--- src/rtl/i2s_defs.svh ---
`ifndef I2S_DEFS_SVH
`define I2S_DEFS_SVH

// Clock ratios

// System clocks per bit clock half period
`define I2S_BCLK_HALF 8

// System clocks per word clock half period, 32 bit slots per channel
`define I2S_LRCLK_HALF 512

// Data widths

// ADC sample width
`define I2S_SAMPLE_W 16

// DAC word width, as delivered by the hardware
`define I2S_WORD_W 32

// Slot numbering

// Received sample complete after this slot
`define I2S_LAST_RX_SLOT 16

`endif

--- src/rtl/i2s_pkg.sv ---
package i2s_pkg;

  `include "i2s_defs.svh"

  // Meaningful widths
  typedef logic [`I2S_SAMPLE_W-1:0] sample_t;  // One ADC sample
  typedef logic [`I2S_WORD_W-1:0] dac_word_t;  // One hardware word for the DAC

  // Bit slot within a half-frame
  typedef logic [$clog2(`I2S_LRCLK_HALF / (2 * `I2S_BCLK_HALF))-1:0] slot_t;

  // Edge events from the clock generator
  typedef struct packed {
    logic bclk_rise;
    logic bclk_fall;
    logic lrclk_rise;
    logic lrclk_fall;
  } clk_edges_t;

  // Per-cycle commands to the data paths
  typedef struct packed {
    logic load;     // Take pending word at frame edge
    logic shift;    // Advance DAC bit
    logic sample;   // Take ADC bit
    logic publish;  // Present finished sample
  } slot_cmd_t;

  // Received sample with channel flag
  typedef struct packed {
    sample_t data;
    logic    right;
  } rx_sample_t;

  typedef enum logic [1:0] {IDLE, DELAY, DATA, TAIL} frame_state_e;

endpackage

--- src/rtl/i2s_clock_gen.sv ---
`timescale 1ns/1ps
`include "i2s_defs.svh"

module i2s_clock_gen import i2s_pkg::*; (
  input  logic       clk_i,
  input  logic       rst_ni,
  output logic       mclk,   // Codec master clock, half system rate
  output logic       bclk,   // Bit clock
  output logic       lrclk,  // Word clock
  output clk_edges_t edges   // One-cycle edge strobes
);

  localparam int unsigned BCLK_CNT_W = $clog2(`I2S_BCLK_HALF);
  localparam int unsigned LRCLK_CNT_W = $clog2(`I2S_LRCLK_HALF);

  localparam logic [BCLK_CNT_W-1:0] BCLK_RELOAD = BCLK_CNT_W'(`I2S_BCLK_HALF - 1);
  localparam logic [LRCLK_CNT_W-1:0] LRCLK_RELOAD = LRCLK_CNT_W'(`I2S_LRCLK_HALF - 1);

  logic [BCLK_CNT_W-1:0] bclk_cnt_q;
  logic [LRCLK_CNT_W-1:0] lrclk_cnt_q;
  logic bclk_wrap;
  logic lrclk_wrap;

  assign bclk_wrap = (bclk_cnt_q == '0);    // Toggle point of the bit clock
  assign lrclk_wrap = (lrclk_cnt_q == '0);  // Toggle point of the word clock

  // Master clock, toggles every cycle
  always_ff @(posedge clk_i or negedge rst_ni) begin
    if (!rst_ni) begin
      mclk <= 1'b0;
    end else begin
      mclk <= ~mclk;
    end
  end

  // Bit clock divider
  always_ff @(posedge clk_i or negedge rst_ni) begin
    if (!rst_ni) begin
      bclk_cnt_q <= BCLK_RELOAD;
      bclk       <= 1'b0;
    end else if (bclk_wrap) begin
      bclk_cnt_q <= BCLK_RELOAD;
      bclk       <= ~bclk;
    end else begin
      bclk_cnt_q <= bclk_cnt_q - 1'b1;
    end
  end

  // Word clock divider
  // First wrap 512 clocks after reset, lines up with a bit clock fall
  always_ff @(posedge clk_i or negedge rst_ni) begin
    if (!rst_ni) begin
      lrclk_cnt_q <= LRCLK_RELOAD;
      lrclk       <= 1'b0;
    end else if (lrclk_wrap) begin
      lrclk_cnt_q <= LRCLK_RELOAD;
      lrclk       <= ~lrclk;
    end else begin
      lrclk_cnt_q <= lrclk_cnt_q - 1'b1;
    end
  end

  // Strobes mark the cycle in which the level is about to change
  always_comb begin
    edges.bclk_rise  = bclk_wrap & ~bclk;
    edges.bclk_fall  = bclk_wrap & bclk;
    edges.lrclk_rise = lrclk_wrap & ~lrclk;
    edges.lrclk_fall = lrclk_wrap & lrclk;
  end

endmodule

--- src/rtl/i2s_frame_ctrl.sv ---
`timescale 1ns/1ps
`include "i2s_defs.svh"

module i2s_frame_ctrl import i2s_pkg::*; (
  input  logic       clk_i,
  input  logic       rst_ni,
  input  clk_edges_t edges,
  output slot_cmd_t  cmd     // Registered, one cycle per strobe
);

  localparam slot_t LAST_RX_SLOT = slot_t'(`I2S_LAST_RX_SLOT);
  localparam slot_t PUBLISH_SLOT = slot_t'(`I2S_LAST_RX_SLOT + 1);  // Rise after last bit

  frame_state_e state_q, state_d;
  slot_t        slot_q, slot_d;
  slot_cmd_t    cmd_d;
  logic         frame_edge;

  // Either word clock edge starts a half-frame
  assign frame_edge = edges.lrclk_rise | edges.lrclk_fall;

  always_comb begin
    state_d = state_q;
    slot_d  = slot_q;
    cmd_d   = '0;

    if (frame_edge) begin
      // Edge replaces the bit clock fall, so no shift here
      state_d    = DELAY;
      slot_d     = '0;
      cmd_d.load = 1'b1;
    end else begin
      case (state_q)
        IDLE: begin
          // Nothing until the first word clock edge
        end
        DELAY: begin
          if (edges.bclk_fall) begin  // Slot 0 done, MSB goes out
            cmd_d.shift = 1'b1;
            slot_d      = slot_q + 1'b1;
            state_d     = DATA;
          end
        end
        DATA: begin
          if (edges.bclk_fall) begin
            cmd_d.shift = 1'b1;
            slot_d      = slot_q + 1'b1;
            if (slot_q == LAST_RX_SLOT) begin
              state_d = TAIL;  // ADC bits all taken
            end
          end else if (edges.bclk_rise) begin
            cmd_d.sample = 1'b1;  // Slots 1 to 16
          end
        end
        TAIL: begin
          if (edges.bclk_fall) begin
            cmd_d.shift = 1'b1;
            slot_d      = slot_q + 1'b1;
          end else if (edges.bclk_rise && slot_q == PUBLISH_SLOT) begin
            cmd_d.publish = 1'b1;  // Once per half-frame
          end
        end
        default: begin
          state_d = IDLE;
        end
      endcase
    end
  end

  always_ff @(posedge clk_i or negedge rst_ni) begin
    if (!rst_ni) begin
      state_q <= IDLE;
      slot_q  <= '0;
      cmd     <= '0;
    end else begin
      state_q <= state_d;
      slot_q  <= slot_d;
      cmd     <= cmd_d;
    end
  end

endmodule

--- src/rtl/i2s_tx_serializer.sv ---
`timescale 1ns/1ps
`include "i2s_defs.svh"

module i2s_tx_serializer import i2s_pkg::*; (
  input  logic      clk_i,
  input  logic      rst_ni,
  input  slot_cmd_t cmd,
  input  dac_word_t tx_word,   // Word from the hardware
  input  logic      tx_valid,  // Strobe with tx_word
  output logic      sdata      // DAC serial line
);

  dac_word_t                hold_q;     // Last offered word
  logic                     pending_q;  // Word waiting for next edge
  logic [`I2S_WORD_W:0]     shreg_q;    // Delay bit on top of the word

  // Holding register, latest offer wins
  always_ff @(posedge clk_i) begin
    if (tx_valid) begin
      hold_q <= tx_word;
    end
  end

  always_ff @(posedge clk_i or negedge rst_ni) begin
    if (!rst_ni) begin
      pending_q <= 1'b0;
    end else if (cmd.load) begin
      pending_q <= tx_valid;  // Offer in the load cycle counts for the next frame
    end else if (tx_valid) begin
      pending_q <= 1'b1;
    end
  end

  // Shift register, MSB first
  always_ff @(posedge clk_i or negedge rst_ni) begin
    if (!rst_ni) begin
      shreg_q <= '0;
    end else if (cmd.load) begin
      // Leading zero covers the one-bit I2S delay
      if (pending_q) begin
        shreg_q <= {1'b0, hold_q};
      end else begin
        shreg_q <= '0;  // Silence
      end
    end else if (cmd.shift) begin
      shreg_q <= {shreg_q[`I2S_WORD_W-1:0], 1'b0};
    end
  end

  assign sdata = shreg_q[`I2S_WORD_W];

endmodule

--- src/rtl/i2s_rx_deserializer.sv ---
`timescale 1ns/1ps

module i2s_rx_deserializer import i2s_pkg::*; (
  input  logic       clk_i,
  input  logic       rst_ni,
  input  slot_cmd_t  cmd,
  input  logic       sdata,      // ADC serial line
  input  logic       lrclk,      // Word clock level, high for right
  output rx_sample_t rx_sample,  // Held until next publish
  output logic       rx_valid    // One-cycle strobe
);

  sample_t shreg_q;

  // Shift in, MSB arrives first
  always_ff @(posedge clk_i or negedge rst_ni) begin
    if (!rst_ni) begin
      shreg_q <= '0;
    end else if (cmd.load) begin
      shreg_q <= '0;  // Fresh half-frame
    end else if (cmd.sample) begin
      shreg_q <= {shreg_q[$bits(sample_t)-2:0], sdata};
    end
  end

  // Output sample
  always_ff @(posedge clk_i) begin
    if (cmd.publish) begin
      rx_sample.data  <= shreg_q;
      rx_sample.right <= lrclk;  // Still the level of this half-frame
    end
  end

  always_ff @(posedge clk_i or negedge rst_ni) begin
    if (!rst_ni) begin
      rx_valid <= 1'b0;
    end else begin
      rx_valid <= cmd.publish;
    end
  end

endmodule

--- src/rtl/i2s_codec_if.sv ---
`timescale 1ns/1ps

module i2s_codec_if import i2s_pkg::*; (
  input  logic       clk_i,
  input  logic       rst_ni,

  // Codec pins
  output logic       ac_mclk,       // Master clock
  output logic       ac_bclk,       // Bit clock
  output logic       ac_lrclk,      // Word clock
  output logic       ac_dac_sdata,  // DAC serial data
  input  logic       ac_adc_sdata,  // ADC serial data

  // Hardware side, mono
  input  dac_word_t  tx_word,
  input  logic       tx_valid,
  output rx_sample_t rx_sample,
  output logic       rx_valid
);

  clk_edges_t edges;  // Clock edge events
  slot_cmd_t  cmd;    // Slot commands to both data paths

  // Clock and edge generation
  i2s_clock_gen i2s_clock_gen_inst (
    .clk_i  (clk_i),
    .rst_ni (rst_ni),
    .mclk   (ac_mclk),
    .bclk   (ac_bclk),
    .lrclk  (ac_lrclk),
    .edges  (edges)
  );

  // Slot sequencing
  i2s_frame_ctrl i2s_frame_ctrl_inst (
    .clk_i  (clk_i),
    .rst_ni (rst_ni),
    .edges  (edges),
    .cmd    (cmd)
  );

  // DAC path
  i2s_tx_serializer i2s_tx_serializer_inst (
    .clk_i    (clk_i),
    .rst_ni   (rst_ni),
    .cmd      (cmd),
    .tx_word  (tx_word),
    .tx_valid (tx_valid),
    .sdata    (ac_dac_sdata)
  );

  // ADC path, channel flag from the word clock pin level
  i2s_rx_deserializer i2s_rx_deserializer_inst (
    .clk_i     (clk_i),
    .rst_ni    (rst_ni),
    .cmd       (cmd),
    .sdata     (ac_adc_sdata),
    .lrclk     (ac_lrclk),
    .rx_sample (rx_sample),
    .rx_valid  (rx_valid)
  );

endmodule

--- config.mk ---
export PLATFORM = sky130hd
export DESIGN_NAME = i2s_codec_if
export DESIGN_NICKNAME = d
export VERILOG_FILES = /design/src/rtl/i2s_pkg.sv /design/src/rtl/i2s_clock_gen.sv /design/src/rtl/i2s_frame_ctrl.sv /design/src/rtl/i2s_tx_serializer.sv /design/src/rtl/i2s_rx_deserializer.sv /design/src/rtl/i2s_codec_if.sv
export VERILOG_INCLUDE_DIRS = /design/src /design/src/rtl
export SDC_FILE = /design/constraint.sdc
export NUM_CORES = 1
export LEC_CHECK = 0
export BUFFER_PORTS_ARGS = -buffer_cell sky130_fd_sc_hd__buf_4
export CAP_MARGIN = 0
export CORE_MARGIN = 2
export CORE_UTILIZATION = 50
export CTS_CLUSTER_DIAMETER = 150
export CTS_CLUSTER_SIZE = 28
export DETAILED_ROUTE_END_ITERATION = 6
export GPL_TIMING_DRIVEN = 0
export PLACE_DENSITY = 0.68
export RECOVER_POWER = 25
export SLEW_MARGIN = 20
export SYNTH_ARGS = -nofsm -noshare
export SYNTH_HDL_FRONTEND = slang
export SYNTH_SLANG_ARGS = --single-unit
export TNS_END_PERCENT = 30
--- constraint.sdc ---
create_clock -name clk_i -period 2.2 [get_ports clk_i]
set_input_delay 0.11 -clock clk_i [delete_from_list [all_inputs] [get_ports clk_i]]
set_output_delay 0.11 -clock clk_i [all_outputs]
set_load 0.05 [all_outputs]
==> run summary <==
Worst EP arrival -> 2.23 ns
TritonCTS clock tree -> yes
switching fraction of total power -> 0.197
net count after synthesis -> 408
wire length of the first global-routing pass -> 14,400 um
Fin Setup TNS -> 0 ns
Core Box Area -> 9680 um^2
layout cell share with drive strength beyond 1 -> 0.214
met1 capacity usage during global routing -> 0.239
area growth from synthesis to final layout -> 32.3%
post-cts hold buffer count -> 34
met2 GRT Util -> 0.288
power dissipated by switching net loads -> 1.13 mW
shortest period the worst path allows -> 1.85 ns
sequential group share of total power -> 0.451
most common cell after layout, fill and taps aside -> dfrtp_1
buffers inserted during post-CTS setup optimization -> 0
largest buffer count on any clock path -> 2
Setup violations, final -> 0
count of standard-cell rows -> 36
# fillers -> 688
via count of the first global-routing pass -> 2,970
most frequent cells in the layout -> dfrtp_1, mux2i_1, edfxtp_1
Starting Density -> 0.508
Syn Area/Cell -> 13.6 um^2
Detailed Route Iter0 Violations -> 135
CTS buffer count -> 17
detailed placer's ending HPWL -> 4920 um
violated checks -> max-capacitance violations, max-slew violations
Required @ worst endpoint -> 2.57 ns
total vias in the final route -> 3,079
proportion of netlist area held by the largest area contributor -> 0.331
antenna violations before repair -> 0
Cell Area, Synth -> 4920 um^2
cell-internal power -> 4.60 mW
crit-path leading delay family -> simple AND/OR/NAND/NOR gates
final wirelength -> 8720 um
leading area contributor after synthesis -> dfrtp_1
count of mapped cells out of synthesis -> 362
post-CTS resize count -> 0
post-layout net count -> 519
R2R Setup Slk -> 0.35 ns
buffer type at the clock tree root -> clkbuf_8
worst setup path class -> register to register
period utilisation layout -> 0.842
instance area at placement -> 5520 um^2
leading post-synthesis cells by cell area -> dfrtp_1, edfxtp_1, mux2i_1
DRC violations left -> 0
TritonRoute pass-1 iters -> 4
number of pins exceeding their max-slew limit in the final report -> 34
actual transition at the worst max-transition pin -> 1.75 ns
horizontal die dimension -> 103 um
normalized max-slew margin -> -0.165
die area -> 10,700 um^2
result of the run -> finished, violations left
crit path buf inv count -> 2
height of the chip -> 103 um
clock network power share -> 0.515
maximum fanout count along the critical path -> 9
proportion of power drawn by combinational gates -> 0.034
Clk Latency, worst-skew pair -> 0.51 ns
number of sinks driven by the clock tree -> 126
unique cell type count in the Yosys netlist -> 37
fmax -> 540 MHz
input/output buffers -> 57
post-route standard cell area excluding fillers -> 6510 um^2
# Max-Cap Violations -> 1
Fin. Hold Viols -> 0
Post-Route Utilization -> 0.672
CP max stage cell -> or4_1
CTS clk-pin slew, worst paths -> 0.06 ns
final routed wire length divided by cell count -> 14.1 um
boundary pin count -> 58
count of inserted antenna diode cells -> 0
count of synthesis-stage warnings from yosys -> 0
Non-Filler Instances -> 619
Most Crowded Layer GR -> met2
largest clock skew in the final design -> 0.00982 ns
cell area power density -> 881 nW/um^2
cell repeated most along the worst path -> or4_1
peak supply drop -> 0.637 mV
leakage power total -> 2.75 nW
global-route met3 utilization -> 0.0444
Worst setup EP type -> register
maximum number of pins on one net before global-route repair -> 78
largest stage delay on the critical path -> 0.53 ns
remaining antenna violation count -> 0
Worst setup SP type -> register
routability congestion estimate from global placement -> 0.726
Placed Cells incl. Taps -> 552
part of the Yosys area used for sequential elements -> 0.694
aggregate global routing overflow -> 0
cells traversed along the worst timing path -> or4_1 > or4_1 > buf_6 > clkinv_4 > nor4b_1
Yosys reg bits -> 126
unrepaired setup endpoints after global routing -> false
CTS H-tree depth -> 4
number of vias per cell -> 4.97
Overall Global Routing Usage -> 0.181
min-delay worst type -> input pin to register
## state kept, by name (all words and copies together), names as in the netlist
signal / count
i2s_tx_serializer_inst.pending_q: 1
i2s_clock_gen_inst.bclk_cnt_q: 3
i2s_frame_ctrl_inst.slot_q: 5
i2s_rx_deserializer_inst.rx_valid: 1
i2s_tx_serializer_inst.hold_q: 32
i2s_frame_ctrl_inst.cmd: 4
i2s_clock_gen_inst.lrclk: 1
i2s_tx_serializer_inst.shreg_q: 33
i2s_clock_gen_inst.lrclk_cnt_q: 9
i2s_rx_deserializer_inst.rx_sample: 17
i2s_clock_gen_inst.mclk: 1
i2s_frame_ctrl_inst.state_q: 2
i2s_clock_gen_inst.bclk: 1
i2s_rx_deserializer_inst.shreg_q: 16
## worst paths after layout
| kind | to | start | depth (start not counted) |
|---|---|---|---|
| worst max-delay path | i2s_frame_ctrl_inst.cmd[1]$_DFF_PN0_ | i2s_clock_gen_inst.lrclk_cnt_q[3]$_DFF_PN1_ | 5 |
| worst min-delay path | i2s_tx_serializer_inst.hold_q[29]$_DFFE_PP_ | tx_word[29] | 2 |
| worst max register to register | i2s_frame_ctrl_inst.cmd[1]$_DFF_PN0_ | i2s_clock_gen_inst.lrclk_cnt_q[3]$_DFF_PN1_ | 5 |
| worst min register to register | i2s_clock_gen_inst.mclk$_DFF_PN0_ | i2s_clock_gen_inst.mclk$_DFF_PN0_ | 1 |
| max in group asynchronous | i2s_clock_gen_inst.bclk_cnt_q[2]$_DFF_PN1_ | rst_ni | 3 |
| min in group asynchronous | i2s_clock_gen_inst.bclk$_DFFE_PN0N_ | rst_ni | 2 |
## cell families after synthesis
logic type,synth area share
flip-flops,0.694
AND/OR/NAND/NOR,0.0837
AO/OA/AOI/OAI,0.0562
multiplexers,0.0997
buffers and inverters,0.0275
adder cells (fa/ha/maj),0.0254
XOR/XNOR,0.0140
## stage by stage
stage                     setup slack, ns  power, mW  hold slack (ns)
after floorplan                     0.405       2.66           -0.186
after global placement              0.357       2.76            0.288
after detailed placement            0.350       2.77            0.289
after CTS                           0.336       5.77           0.0512
after global routing                0.203       5.94            0.321
final                               0.348       5.74            0.326
## worst reg2reg max path, delay by kind of cell, from the launching register on
kind	cells	cell delay, ns
simple gates	3	1.08
buf+inv	2	0.25
flops	1	0.40
## cell usage after synthesis, drive strengths merged
library cell	count
clkbuf	12
xor2	2
dfstp	12
a21o	2
nand2b	2
o21ai	35
a211oi	1
nand2	36
mux2i	49
o31ai	2
nor2b	1
a32o	1
or3	4
inv	14
a21oi	5
nand3	7
dfrtp	65
nor4b	1
nor3b	1
or4	4
nand3b	1
a21boi	1
nor2	23
a311oi	1
a41oi	1
edfxtp	49
nor4	3
ha	10
nor3	3
xnor2	5
and2	2
nand4bb	1
clkinv	1
buf	5
## power groups by stage
stage / logic (mW) / clock network [mW] / registers, mW
3_3_place_gp: 0.137 / 0 / 2.62
2_1_floorplan: 0.0414 / 0 / 2.62
6_report: 0.193 / 2.96 / 2.59
3_5_place_dp: 0.141 / 0 / 2.63
4_1_cts: 0.191 / 3.00 / 2.58
5_1_grt: 0.216 / 3.13 / 2.60
## cell type report
type / instances / area [um^2] / area share
flip-flops and latches: 126 / 3410 / 0.524
multi-input cells: 204 / 1370 / 0.211
repair buffers: 92 / 788 / 0.121
clock buffers: 17 / 414 / 0.0636
clock inverters: 15 / 219 / 0.0336
well taps: 133 / 166 / 0.0256
plain buffers: 17 / 73.8 / 0.0113
inverters: 15 / 61.3 / 0.00942
## layer usage
layer  share of wire  wire, um
met4           0.013       116
met1            0.44      3860
met5               0         0
met3           0.028       247
met2            0.52      4490
Note: power is estimated with default switching activity, not from simulation.
